<file path="config.mk">
export PLATFORM = sky130hd
export DESIGN_NAME = dispatch_top
export DESIGN_NICKNAME = d
export VERILOG_FILES = /design/src/verilog/isa_pkg.sv /design/src/verilog/pipe_pkg.sv /design/src/verilog/operands_if.sv /design/src/verilog/dispatch_if.sv /design/src/verilog/elastic_buffer.sv /design/src/verilog/dispatch.sv /design/src/verilog/stall_counters.sv /design/src/verilog/dispatch_top.sv
export VERILOG_INCLUDE_DIRS = /design/src /design/src/verilog
export SDC_FILE = /design/constraint.sdc
export NUM_CORES = 1
export LEC_CHECK = 0
export BUFFER_PORTS_ARGS = -buffer_cell sky130_fd_sc_hd__buf_2
export CAP_MARGIN = 30
export CORE_AREA = 2 2 443 445
export CTS_CLUSTER_DIAMETER = 120
export DETAILED_ROUTE_END_ITERATION = 7
export DIE_AREA = 0 0 445 447
export MAX_ROUTING_LAYER = met4
export PLACE_DENSITY_LB_ADDON = 0.2
export SYNTH_ARGS = -nofsm -noshare
export SYNTH_HDL_FRONTEND = slang
export SYNTH_SLANG_ARGS = --single-unit
</file>
<file path="constraint.sdc">
create_clock -name clk -period 14.35 [get_ports clk]
set_input_delay 0 -clock clk [delete_from_list [all_inputs] [get_ports clk]]
set_output_delay 0 -clock clk [all_outputs]
set_load 0.005 [all_outputs]
</file>
<file path="src/verilog/dispatch_cfg.svh">
// ~~~~~~~~~~~~~~~~~~~~~~~~~~~~~~~~~~~~~~~~~~~~~~~~~~~~~~~~~~~~~~~~~~~~~~~~~~~~
// size constants for the dispatch stage, shared by packages and modules
// NUM_EX_UNITS must match the number of values in ex_type_e
// BUF_SIZE is fixed at two because the unit buffer is built as two slots
// ~~~~~~~~~~~~~~~~~~~~~~~~~~~~~~~~~~~~~~~~~~~~~~~~~~~~~~~~~~~~~~~~~~~~~~~~~~~~
`ifndef DISPATCH_CFG_SVH
`define DISPATCH_CFG_SVH

// threads per warp and operand width per thread
`define NUM_THREADS   4
`define XLEN          32

`define NUM_WARPS     4
`define NUM_EX_UNITS  3

// entries in each unit buffer
`define BUF_SIZE      2
`define PERF_CTR_BITS 16

`endif

</file>
<file path="src/verilog/isa_pkg.sv">
// ~~~~~~~~~~~~~~~~~~~~~~~~~~~~~~~~~~~~~~~~~~~~~~~~~~~~~~~~~~~~~~~~~~~~~~~~~~~~
// instruction encodings seen by dispatch
// ex_type_e values are used directly as unit indices
// ~~~~~~~~~~~~~~~~~~~~~~~~~~~~~~~~~~~~~~~~~~~~~~~~~~~~~~~~~~~~~~~~~~~~~~~~~~~~
package isa_pkg;

    // execution unit that an instruction targets
    typedef enum logic [1:0] {
        EX_ALU = 2'd0,
        EX_LSU = 2'd1,
        EX_SFU = 2'd2
    } ex_type_e;

    // opcodes are carried through dispatch without decoding
    typedef enum logic [3:0] {
        OP_ADD   = 4'd0,
        OP_SUB   = 4'd1,
        OP_AND   = 4'd2,
        OP_OR    = 4'd3,
        OP_LOAD  = 4'd4,
        OP_STORE = 4'd5,
        OP_BAR   = 4'd6,
        OP_TMC   = 4'd7
    } op_e;

endpackage

</file>
<file path="src/verilog/pipe_pkg.sv">
// ~~~~~~~~~~~~~~~~~~~~~~~~~~~~~~~~~~~~~~~~~~~~~~~~~~~~~~~~~~~~~~~~~~~~~~~~~~~~
// pipeline payload types between operand collection and the units
// widths follow the sizes in dispatch_cfg.svh
// ~~~~~~~~~~~~~~~~~~~~~~~~~~~~~~~~~~~~~~~~~~~~~~~~~~~~~~~~~~~~~~~~~~~~~~~~~~~~
`include "dispatch_cfg.svh"

package pipe_pkg;
    import isa_pkg::*;

    typedef logic [`NUM_THREADS-1:0]         tmask_t;
    typedef logic [$clog2(`NUM_THREADS)-1:0] tid_t;
    typedef logic [$clog2(`NUM_WARPS)-1:0]   wid_t;

    // one XLEN word per thread, thread 0 in the low bits
    typedef logic [`NUM_THREADS-1:0][`XLEN-1:0] lane_data_t;

    // payload held in each unit buffer
    typedef struct packed {
        wid_t       wid;
        tmask_t     tmask;
        op_e        op;
        lane_data_t rs1_data;
        lane_data_t rs2_data;
        tid_t       last_tid;
    } dispatch_data_t;

endpackage

</file>
<file path="src/verilog/operands_if.sv">
// ~~~~~~~~~~~~~~~~~~~~~~~~~~~~~~~~~~~~~~~~~~~~~~~~~~~~~~~~~~~~~~~~~~~~~~~~~~~~
// valid/ready link from operand collection into dispatch
// payload must stay stable while valid is high and ready is low
// ~~~~~~~~~~~~~~~~~~~~~~~~~~~~~~~~~~~~~~~~~~~~~~~~~~~~~~~~~~~~~~~~~~~~~~~~~~~~
`timescale 1ns/1ps

interface operands_if import isa_pkg::*, pipe_pkg::*; ();
    logic       valid;
    logic       ready;
    ex_type_e   ex_type;
    wid_t       wid;
    tmask_t     tmask;
    op_e        op;
    lane_data_t rs1_data;
    lane_data_t rs2_data;

    modport master (output valid, ex_type, wid, tmask, op, rs1_data, rs2_data,
                    input  ready);

    modport slave  (input  valid, ex_type, wid, tmask, op, rs1_data, rs2_data,
                    output ready);
endinterface

</file>
<file path="src/verilog/dispatch_if.sv">
// ~~~~~~~~~~~~~~~~~~~~~~~~~~~~~~~~~~~~~~~~~~~~~~~~~~~~~~~~~~~~~~~~~~~~~~~~~~~~
// valid/ready link from dispatch to a single execution unit
// last_tid is the highest active thread, zero for an empty mask
// ~~~~~~~~~~~~~~~~~~~~~~~~~~~~~~~~~~~~~~~~~~~~~~~~~~~~~~~~~~~~~~~~~~~~~~~~~~~~
`timescale 1ns/1ps

interface dispatch_if import isa_pkg::*, pipe_pkg::*; ();
    logic       valid;
    logic       ready;
    wid_t       wid;
    tmask_t     tmask;
    op_e        op;
    lane_data_t rs1_data;
    lane_data_t rs2_data;
    tid_t       last_tid;

    modport master (output valid, wid, tmask, op, rs1_data, rs2_data, last_tid,
                    input  ready);

    modport slave  (input  valid, wid, tmask, op, rs1_data, rs2_data, last_tid,
                    output ready);
endinterface

</file>
<file path="src/verilog/elastic_buffer.sv">
// ~~~~~~~~~~~~~~~~~~~~~~~~~~~~~~~~~~~~~~~~~~~~~~~~~~~~~~~~~~~~~~~~~~~~~~~~~~~~
// two-entry valid/ready buffer with a registered output slot
// ready_in depends only on occupancy, never on ready_out
// ~~~~~~~~~~~~~~~~~~~~~~~~~~~~~~~~~~~~~~~~~~~~~~~~~~~~~~~~~~~~~~~~~~~~~~~~~~~~
`timescale 1ns/1ps
`include "dispatch_cfg.svh"

module elastic_buffer import pipe_pkg::*; (
    input  logic           clk,
    input  logic           reset,
    input  logic           valid_in,
    output logic           ready_in,
    input  dispatch_data_t data_in,
    output logic           valid_out,
    input  logic           ready_out,
    output dispatch_data_t data_out
);
    logic           out_valid;
    dispatch_data_t out_data;
    logic           skid_valid;
    dispatch_data_t skid_data;
    logic [1:0]     count;
    logic           push;
    logic           out_free;

    assign count    = {1'b0, out_valid} + {1'b0, skid_valid};
    assign ready_in = (count < 2'(`BUF_SIZE));
    assign push     = valid_in && ready_in;

    // output slot can take a new entry when empty or being consumed
    assign out_free = !out_valid || ready_out;

    always_ff @(posedge clk) begin
        if (reset) begin
            out_valid  <= 1'b0;
            skid_valid <= 1'b0;
        end else if (out_free) begin
            // the skid entry is older, so it moves first
            if (skid_valid) begin
                out_valid  <= 1'b1;
                skid_valid <= push;
            end else begin
                out_valid  <= push;
            end
        end else if (push) begin
            skid_valid <= 1'b1;
        end
    end

    always_ff @(posedge clk) begin
        if (out_free) begin
            if (skid_valid) begin
                out_data <= skid_data;
            end else if (push) begin
                out_data <= data_in;
            end
        end
        // skid_valid decides whether this copy is ever seen
        if (push) begin
            skid_data <= data_in;
        end
    end

    assign valid_out = out_valid;
    assign data_out  = out_data;

endmodule

</file>
<file path="src/verilog/dispatch.sv">
// ~~~~~~~~~~~~~~~~~~~~~~~~~~~~~~~~~~~~~~~~~~~~~~~~~~~~~~~~~~~~~~~~~~~~~~~~~~~~
// routes each instruction to the buffer of the unit named by ex_type
// an out of range ex_type is never accepted
// a stalled unit blocks only instructions that target it
// ~~~~~~~~~~~~~~~~~~~~~~~~~~~~~~~~~~~~~~~~~~~~~~~~~~~~~~~~~~~~~~~~~~~~~~~~~~~~
`timescale 1ns/1ps
`include "dispatch_cfg.svh"

module dispatch import isa_pkg::*, pipe_pkg::*; (
    input  logic       clk,
    input  logic       reset,
    operands_if.slave  operands,
    dispatch_if.master units [`NUM_EX_UNITS]
);
    tid_t                    last_tid;
    dispatch_data_t          buf_in;
    logic [`NUM_EX_UNITS-1:0] buf_ready;
    logic [`NUM_EX_UNITS-1:0] buf_valid;
    dispatch_data_t          buf_out [`NUM_EX_UNITS];

    // highest set bit of the mask, later threads override earlier ones
    always_comb begin
        last_tid = '0;
        for (int t = 0; t < `NUM_THREADS; t++) begin
            if (operands.tmask[t]) begin
                last_tid = tid_t'(t);
            end
        end
    end

    always_comb begin
        buf_in.wid      = operands.wid;
        buf_in.tmask    = operands.tmask;
        buf_in.op       = operands.op;
        buf_in.rs1_data = operands.rs1_data;
        buf_in.rs2_data = operands.rs2_data;
        buf_in.last_tid = last_tid;
    end

    for (genvar i = 0; i < `NUM_EX_UNITS; i++) begin : g_unit
        logic sel;

        assign sel = operands.valid && (operands.ex_type == ex_type_e'(i));

        elastic_buffer u_buffer (
            .clk       (clk),
            .reset     (reset),
            .valid_in  (sel),
            .ready_in  (buf_ready[i]),
            .data_in   (buf_in),
            .valid_out (buf_valid[i]),
            .ready_out (units[i].ready),
            .data_out  (buf_out[i])
        );

        assign units[i].valid    = buf_valid[i];
        assign units[i].wid      = buf_out[i].wid;
        assign units[i].tmask    = buf_out[i].tmask;
        assign units[i].op       = buf_out[i].op;
        assign units[i].rs1_data = buf_out[i].rs1_data;
        assign units[i].rs2_data = buf_out[i].rs2_data;
        assign units[i].last_tid = buf_out[i].last_tid;
    end

    // input ready follows the selected buffer only
    always_comb begin
        operands.ready = 1'b0;
        for (int u = 0; u < `NUM_EX_UNITS; u++) begin
            if (operands.ex_type == ex_type_e'(u)) begin
                operands.ready = buf_ready[u];
            end
        end
    end

endmodule

</file>
<file path="src/verilog/stall_counters.sv">
// ~~~~~~~~~~~~~~~~~~~~~~~~~~~~~~~~~~~~~~~~~~~~~~~~~~~~~~~~~~~~~~~~~~~~~~~~~~~~
// per-unit stall cycle counters, wrapping at PERF_CTR_BITS
// a stall shows in its counter two edges after the stalled cycle
// ~~~~~~~~~~~~~~~~~~~~~~~~~~~~~~~~~~~~~~~~~~~~~~~~~~~~~~~~~~~~~~~~~~~~~~~~~~~~
`timescale 1ns/1ps
`include "dispatch_cfg.svh"

module stall_counters import isa_pkg::*; (
    input  logic                      clk,
    input  logic                      reset,
    input  logic                      in_valid,
    input  logic                      in_ready,
    input  ex_type_e                  in_ex_type,
    output logic [`PERF_CTR_BITS-1:0] perf_stalls [`NUM_EX_UNITS]
);
    logic [`NUM_EX_UNITS-1:0] stall_now;
    logic [`NUM_EX_UNITS-1:0] stall_r;

    // one-hot by unit when an offered instruction is refused
    always_comb begin
        stall_now = '0;
        for (int u = 0; u < `NUM_EX_UNITS; u++) begin
            if (in_valid && !in_ready && (in_ex_type == ex_type_e'(u))) begin
                stall_now[u] = 1'b1;
            end
        end
    end

    always_ff @(posedge clk) begin
        if (reset) begin
            stall_r <= '0;
        end else begin
            stall_r <= stall_now;
        end
    end

    for (genvar i = 0; i < `NUM_EX_UNITS; i++) begin : g_ctr
        always_ff @(posedge clk) begin
            if (reset) begin
                perf_stalls[i] <= '0;
            end else begin
                perf_stalls[i] <= perf_stalls[i] + `PERF_CTR_BITS'(stall_r[i]);
            end
        end
    end

endmodule

</file>
<file path="src/verilog/dispatch_top.sv">
// ~~~~~~~~~~~~~~~~~~~~~~~~~~~~~~~~~~~~~~~~~~~~~~~~~~~~~~~~~~~~~~~~~~~~~~~~~~~~
// dispatch stage top level with plain ports, arrays indexed by ex_type
// one cycle from input acceptance to out_valid when the unit is idle
// ~~~~~~~~~~~~~~~~~~~~~~~~~~~~~~~~~~~~~~~~~~~~~~~~~~~~~~~~~~~~~~~~~~~~~~~~~~~~
`timescale 1ns/1ps
`include "dispatch_cfg.svh"

module dispatch_top import isa_pkg::*, pipe_pkg::*; (
    input  logic                      clk,
    input  logic                      reset,
    input  logic                      in_valid,
    output logic                      in_ready,
    input  ex_type_e                  in_ex_type,
    input  wid_t                      in_wid,
    input  tmask_t                    in_tmask,
    input  op_e                       in_op,
    input  lane_data_t                in_rs1_data,
    input  lane_data_t                in_rs2_data,
    output logic [`NUM_EX_UNITS-1:0]  out_valid,
    input  logic [`NUM_EX_UNITS-1:0]  out_ready,
    output wid_t                      out_wid [`NUM_EX_UNITS],
    output tmask_t                    out_tmask [`NUM_EX_UNITS],
    output op_e                       out_op [`NUM_EX_UNITS],
    output lane_data_t                out_rs1_data [`NUM_EX_UNITS],
    output lane_data_t                out_rs2_data [`NUM_EX_UNITS],
    output tid_t                      out_last_tid [`NUM_EX_UNITS],
    output logic [`PERF_CTR_BITS-1:0] perf_stalls [`NUM_EX_UNITS]
);
    operands_if op_if ();
    dispatch_if unit_if [`NUM_EX_UNITS] ();

    assign op_if.valid    = in_valid;
    assign op_if.ex_type  = in_ex_type;
    assign op_if.wid      = in_wid;
    assign op_if.tmask    = in_tmask;
    assign op_if.op       = in_op;
    assign op_if.rs1_data = in_rs1_data;
    assign op_if.rs2_data = in_rs2_data;
    assign in_ready       = op_if.ready;

    for (genvar i = 0; i < `NUM_EX_UNITS; i++) begin : g_out
        assign out_valid[i]    = unit_if[i].valid;
        assign out_wid[i]      = unit_if[i].wid;
        assign out_tmask[i]    = unit_if[i].tmask;
        assign out_op[i]       = unit_if[i].op;
        assign out_rs1_data[i] = unit_if[i].rs1_data;
        assign out_rs2_data[i] = unit_if[i].rs2_data;
        assign out_last_tid[i] = unit_if[i].last_tid;
        assign unit_if[i].ready = out_ready[i];
    end

    dispatch u_dispatch (
        .clk      (clk),
        .reset    (reset),
        .operands (op_if),
        .units    (unit_if)
    );

    // counters watch the input handshake, not the unit side
    stall_counters u_stall_counters (
        .clk         (clk),
        .reset       (reset),
        .in_valid    (in_valid),
        .in_ready    (op_if.ready),
        .in_ex_type  (in_ex_type),
        .perf_stalls (perf_stalls)
    );

endmodule

</file>
==> metrics, run 1 <==
status=finished clean; Ports=1130; Placed Cells incl. Taps=6406; Crit path max-delay family=buffers and inverters; Clock Sinks=1665; crit path kind=in -> reg; flop2flop setup slack=10.58 ns; via count normalized by instance count=4.57; Place WS=10.40 ns; first-pass GRT wire length=258000 um; Worst VDD drop=0.0000862 V; post-synth top area share=0.801; multiplexer share of the synthesized area=0.150; TritonCTS clock tree=done; fill count=17.6k; buffer and inverter count on the worst path=6; top cells by count, synth=edfxtp_1 (1608), mux2_2 (802), buf_2 (80); headroom to the max-slew limit=0.267; Die Height=447 um; initial drt markers=2155; layout cells sized above 1=0.466; most common cell in the synthesized netlist=edfxtp_1; worst-skew pair later-pin latency=0.83 ns; post-CTS setup buffers=0; crit path to=u_dispatch.g_unit[0].u_buffer.data_out[226]; RSZ-0062 raised after global routing=no; max cap viols=0; CP max stage cell=buf_4; Cell Area, Synth=60300 um^2; FF+latch area=49400 um^2; # setup viols final=0; Finished Layout Cells=7327; Reg2Reg Depth=6; Hold Vio Cnt, Final=0; CTS Buf Count=180; Max Clk Rate=264 MHz; number of global-route vias before repair=34.2k; cell accounting for the most synthesized area=edfxtp_1; Yosys reg bits=1665; core area=194000 um^2; DRC=0; CTS clk-pin slew, worst paths=0.06 ns; r2r endpoint=u_dispatch.g_unit[1].u_buffer.data_out[15]; Async S/R FF share, synth=0; largest family of logic cells by synthesized area=multiplexers; Worst Setup SP=in_ex_type[0]; Max clock buf depth=3; Final min period=3.79 ns; worst-path maximum fanout=52; HPWL after DPL=115000 um; Final period util=0.264; CP arrival=4.24 ns; initial core utilization=0.310; synth top area cells=edfxtp_1 (80%), mux2_2 (15%), dfxtp_1 (1.9%), buf_2 (0.66%), xnor2_1 (0.31%); Mapped Cells=2786; Startpoint Class=primary input; Least-Margin Pin Slew=1.10 ns; sequential cell area fraction in the yosys report=0.820; Post-CTS Resized=0; r2r startpoint=u_dispatch.g_unit[1].u_buffer.skid_valid; Synth Area in Adders=0.00125; dpl cell area=69200 um^2; Most used DFF post-synth=edfxtp_1; Final Max Tran Viols=0; Ys Warns=0; Worst Skew=0.0564 ns; H-Tree Depth=4; RePlAce Congestion=0.835; CP Depth=9; # rows=162; design area=80700 um^2; setup TNS=0 ns; detailed-route via count=33.5k; Detail Route Antenna Nets=0; iteration count of the initial detailed-routing pass=5; Horiz. Die Dim=445 um; clk root buf=clkbuf_16; Worst Slack Setup Final=10.56 ns; die footprint=199000 um^2; HP Class=in -> reg; Post-synth EDFFs=1608; antenna violations before repair=14; CP peak stage delay=0.73 ns; simple-gate share of the synthesized area=0.0124; global route overflow=0; Mapped Nets=3066; Crit. End Element=flop; cts hold-fix bufs=582; CP Data Required Time=14.80 ns; synthesis-to-finish area growth=33.9%; complex-gate fraction of the synthesized area=0.00224; largest net degree at the start of global routing=131; Syn Area/Cell=21.6 um^2; Post-Route WL=186000 um; GRT Total Usage=0.185; routed len/inst=25.3 um; Final Util=0.416; crit-path cells=dlygate4sd3_1 -> buf_2 -> or3b_2 -> dlygate4sd3_1 -> nor2b_1 -> nor2b_4 -> buf_4 -> buf_4 -> buf_4; Layout Nets=4912; Distinct cells, synth=37; I/O Buffers=1129; most frequent CP cell=buf_4; Leakage=28.5 nW; Power Dens Cells=131 nW/um^2; XOR/XNOR Fraction of Synth Area=0.00538; area occupied by multi-input gates=10400 um^2
==> worst min path at each step <==
stage                    startpoint                                           end  cells past startpoint
floorplan             in_ex_type[1]                                      in_ready                      1
global placement        in_tmask[2]  u_dispatch.g_unit[1].u_buffer.skid_data[264]                      1
detailed placement      in_tmask[2]  u_dispatch.g_unit[0].u_buffer.skid_data[264]                      1
CTS                 in_rs2_data[10]    u_dispatch.g_unit[1].u_buffer.data_out[12]                      3
global route        in_rs2_data[68]   u_dispatch.g_unit[1].u_buffer.skid_data[70]                      2
finish              in_rs1_data[66]  u_dispatch.g_unit[2].u_buffer.skid_data[196]                      2
==> power breakdown <==
group / internal, mW / switching [mW]
Sequential: 5.54 / 0.0507
Combinational: 0.269 / 0.302
Clock: 2.50 / 1.93
Total: 8.31 / 2.28
==> layout by cell type (no fill, tap or decap), drive strengths merged <==
cell type,netlist,final
diode,0,7
nand4,15,15
dfxtp,57,57
o31ai,1,1
nor2b,13,13
or3b,1,1
nand2b,3,3
nand3b,3,3
or2,1,1
nor3,9,9
mux2,802,802
xnor2,21,21
and4,4,4
a21oi,13,13
nand3,16,16
bufinv,0,8
clkinv,0,69
ha,6,6
inv,7,20
buf,86,1182
nor2,48,48
or4,1,1
xor2,16,16
a21o,1,1
edfxtp,1608,1608
nand2,15,15
and2,2,2
dlygate4sd3,0,582
or3,3,3
nor4,8,8
clkbuf,14,238
o21ai,11,11
and3,1,1
==> per-stage QoR <==
step | hold WS (ns) | total power [mW]
2_1_floorplan | 0.0833 | 5.90
3_3_place_gp | 0.246 | 6.12
3_5_place_dp | 0.247 | 6.13
4_1_cts | 0.000136 | 10.7
5_1_grt | 0.0200 | 11.0
6_report | 0.0619 | 10.6
==> worst register-to-register path: stages (launching register included) <==
cell	delay (ns)
dfxtp_4	0.90
nor2b_1	0.22
nor2b_4	0.18
buf_4	0.60
buf_4	0.47
buf_16	0.29
buf_4	0.70
==> sequential cells by signal (all words and copies together), names as in the netlist <==
register                               flops
u_dispatch.g_unit.u_buffer.data_out      804
u_dispatch.g_unit.u_buffer.skid_data     804
u_stall_counters.perf_stalls              48
u_dispatch.g_unit.u_buffer.skid_valid      3
u_dispatch.g_unit.u_buffer.valid_out       3
u_stall_counters.stall_r                   3
==> per-layer routing <==
layer	track usage	part of all wire	vias up
li1	-	-	14800
met1	0.211	0.39	17300
met2	0.311	0.51	1008
met3	0.0485	0.061	322
met4	0.0764	0.042	0
met5	-	0	-
==> cells by family after synthesis <==
family	count (synthesis)
flops	1665
mux	802
simple gates	143
buf+inv	107
xor+xnor	37
compound gates	26
fa+ha+maj	6
==> final cells by class <==
type                       instances  area share
antenna                            7    0.000217
clock buffer                     238      0.0594
clock inverter                    90     0.00960
inverter                           7    0.000326
multi-input combinational       1014       0.128
sequential                      1665       0.613
tap                             2542      0.0394
timing repair buffer            1764       0.150
(Power assumes the default switching activity.)
==> inputs of run 2 (changes only) <==
- ABC_AREA: unset -> 1
- CORE_AREA: 2 2 443 445 -> 2 2 442 444
- DIE_AREA: 0 0 445 447 -> 0 0 444 446
- clock period: 14.35 -> 3.31 ns (I/O delays scaled with it)
==> run 2 against run 1 <==
  * Sequential share of layout area rose by 0.60 points
  * Wire length up 1.8%
  * Synthesized cell count is 46% higher
  * Register-to-register slack got worse by 9.7 ns
  * Non-clock buffer count down 21
  * Sequential power grew to 4.3 times the previous value
  * Setup slack worse by 9.7 ns
  * Sequential cell count stayed put
  * Die area decreased by 0.45%
  * Worst hold slack better by 0.0036 ns
  * Global-route usage up 0.51 points
==> metrics, run 2 <==
status=finished clean; Ports=1130; DRC=0; routed len/inst=22.2 um; iteration count of the initial detailed-routing pass=5; CTS clk-pin slew, worst paths=0.06 ns; Distinct cells, synth=25; most common cell after layout, fill and taps aside=edfxtp_1; Mapped Nets=4352; Syn Area/Cell=14.7 um^2; Power Dens Cells=571 nW/um^2; Least-Margin Pin Slew=0.998 ns; Place WS=0.821 ns; # setup viols final=0; Max clock buf depth=3; Switching Fraction=0.218; Hold Vio Cnt, Final=0; Horiz. Die Dim=444 um; most common cell in the synthesized netlist=edfxtp_1; Layout Nets=6089; CTS Buf Count=177; Post-Route WL=189000 um; global route overflow=0; I/O Buffers=1129; Placed Cells incl. Taps=7636; worst-path maximum fanout=90; HPWL after DPL=124000 um; Clock Sinks=1665; Mapped Cells=4072; initial core utilization=0.309; number of global-route vias before repair=38.0k; crit path kind=reg -> reg; Final Max Tran Viols=0; Comb power frac=0.049; worst-skew pair later-pin latency=0.84 ns; largest net degree at the start of global routing=191; HP Class=in -> reg; detailed-route via count=38.6k; crit-path cells=buf_4 -> buf_4 -> o21ai_0; synthesis-to-finish area growth=33.6%; Worst Slack Setup Final=0.844 ns; initial drt markers=2566; Worst VDD drop=0.000420 V; setup TNS=0 ns; most frequent CP cell=buf_4; Yosys reg bits=1665; Detail Route Antenna Nets=0; sequential cell area fraction in the yosys report=0.826; Post-synth EDFFs=1608; die footprint=198000 um^2; Final min period=2.47 ns; Finished Layout Cells=8510; synth top area cells=edfxtp_1 (81%), o21ai_0 (6.8%), nand2_1 (5.5%), inv_1 (2.1%), dfxtp_1 (1.9%); commonest non-fill, non-tap cells in the layout=edfxtp_1 (1608), buf_2 (1129), nand2_1 (883); Max Clk Rate=406 MHz; Leakage=28.6 nW; top cells by count, synth=edfxtp_1 (1608), nand2_1 (883), o21ai_0 (812); CP Data Required Time=3.82 ns; max cap viols=0; clk root buf=clkbuf_16; RSZ-0062 raised after global routing=no; final hold slack=0.0655 ns; Reg power frac=0.528; post-synth top area share=0.807; CP peak stage delay=0.79 ns; first-pass GRT wire length=267000 um; Worst Skew=0.0341 ns; layout cells sized above 1=0.246; dpl cell area=68900 um^2; power share of the clock group=0.423; antenna violations before repair=13; cell accounting for the most synthesized area=edfxtp_1; fill count=18.0k; GRT Total Usage=0.191; CP arrival=2.97 ns; Die Height=446 um; Cell Area, Synth=59800 um^2; Ys Warns=0; via count normalized by instance count=4.53; headroom to the max-slew limit=0.335; Crit path max-delay family=buffers and inverters; TritonCTS clock tree=done; buffer and inverter count on the worst path=2; Internal Pwr Total=35.7 mW; design area=79900 um^2; # rows=162; RePlAce Congestion=0.871; H-Tree Depth=4; Net Switching=9.95 mW; Final period util=0.745; Most used DFF post-synth=edfxtp_1; Startpoint Class=flop; core area=194000 um^2; CP max stage cell=buf_4; Async S/R FF share, synth=0; Crit. End Element=flop
## run 2: cell count changes after synthesis, sizes merged, moves of 15 or more
| cell | change |
|---|---|
| clkbuf | +76 |
| o21ai | +806 |
| mux2 | -802 |
| xor2 | -15 |
| inv | +330 |
| nand2 | +868 |
| xnor2 | -19 |
| nor2 | +45 |
## run 2: worst paths after layout
path	from	endpoint	slack [ns]	cells past startpoint
worst max-delay path	u_dispatch.g_unit[0].u_buffer.skid_valid	u_dispatch.g_unit[0].u_buffer.data_out[167]	0.84	3
worst min-delay path	in_rs2_data[101]	u_dispatch.g_unit[1].u_buffer.skid_data[103]	0.07	2
worst max register to register	u_dispatch.g_unit[0].u_buffer.skid_valid	u_dispatch.g_unit[0].u_buffer.data_out[167]	0.84	3
worst min register to register	u_stall_counters.perf_stalls[31]	u_stall_counters.perf_stalls[31]	0.49	2
## run 2: layout make-up
class / count / area (um^2) / share of cell area
Multi-Input combinational cell: 1885 / 8360 / 0.105
Sequential cell: 1665 / 49400 / 0.619
Timing Repair Buffer: 1743 / 12000 / 0.150
Antenna cell: 9 / 22.5 / 0.000282
Clock buffer: 233 / 4760 / 0.0596
Clock inverter: 96 / 855 / 0.0107
Tap cell: 2542 / 3180 / 0.0398
Inverter: 337 / 1270 / 0.0159
## run 2: worst register-to-register path, cell delays in order (launching register included)
cell,delay [ns]
dfxtp_4,0.52
buf_4,0.51
buf_4,0.82
o21ai_0,0.31
## run 2: layer usage
layer  track usage  vias up  routed length [um]
met5             -        -                   0
met3        0.0353      293               10500
li1              -    18000                   -
met2         0.315     1237               94600
met1         0.232    19100               76900
met4        0.0724        0                7010
## run 2: timing repair
| action | in CTS | in global routing |
|---|---|---|
| hold endpoints to repair | 1791 | 0 |
| hold buffers | 536 | 0 |
| gates resized for setup | 0 | 0 |
| setup buffers | 0 | 0 |
## run 2: metrics by stage
step	util	total power, mW
floorplan	-	25.1
global placement	0.356	26.2
detailed placement	0.356	26.2
CTS	0.413	46.2
global route	0.413	47.1
finish	0.413	45.6
## run 2: cell families (layout without fill, tap and decap cells)
| kind of cell | after synthesis | in the layout | synth area share |
|---|---|---|---|
| adders and majority gates | 6 | 6 | 0.00125 |
| AOI/OAI and AO/OA | 853 | 853 | 0.0717 |
| buffers and inverters | 522 | 2409 | 0.0350 |
| and+or+nand+nor | 1023 | 1023 | 0.0655 |
| other | 0 | 9 | 0 |
| DFF | 1665 | 1665 | 0.826 |
| xor gates and xnor gates | 3 | 3 | 0.000439 |
## run 2: power by group through the flow
stage               clock, mW  sequential, mW  combinational (mW)
floorplan                   0            24.6               0.538
global placement            0            24.5                1.70
detailed placement          0            24.5                1.73
CTS                      19.8            24.1                2.29
global route             20.6            24.1                2.44
finish                   19.3            24.1                2.23
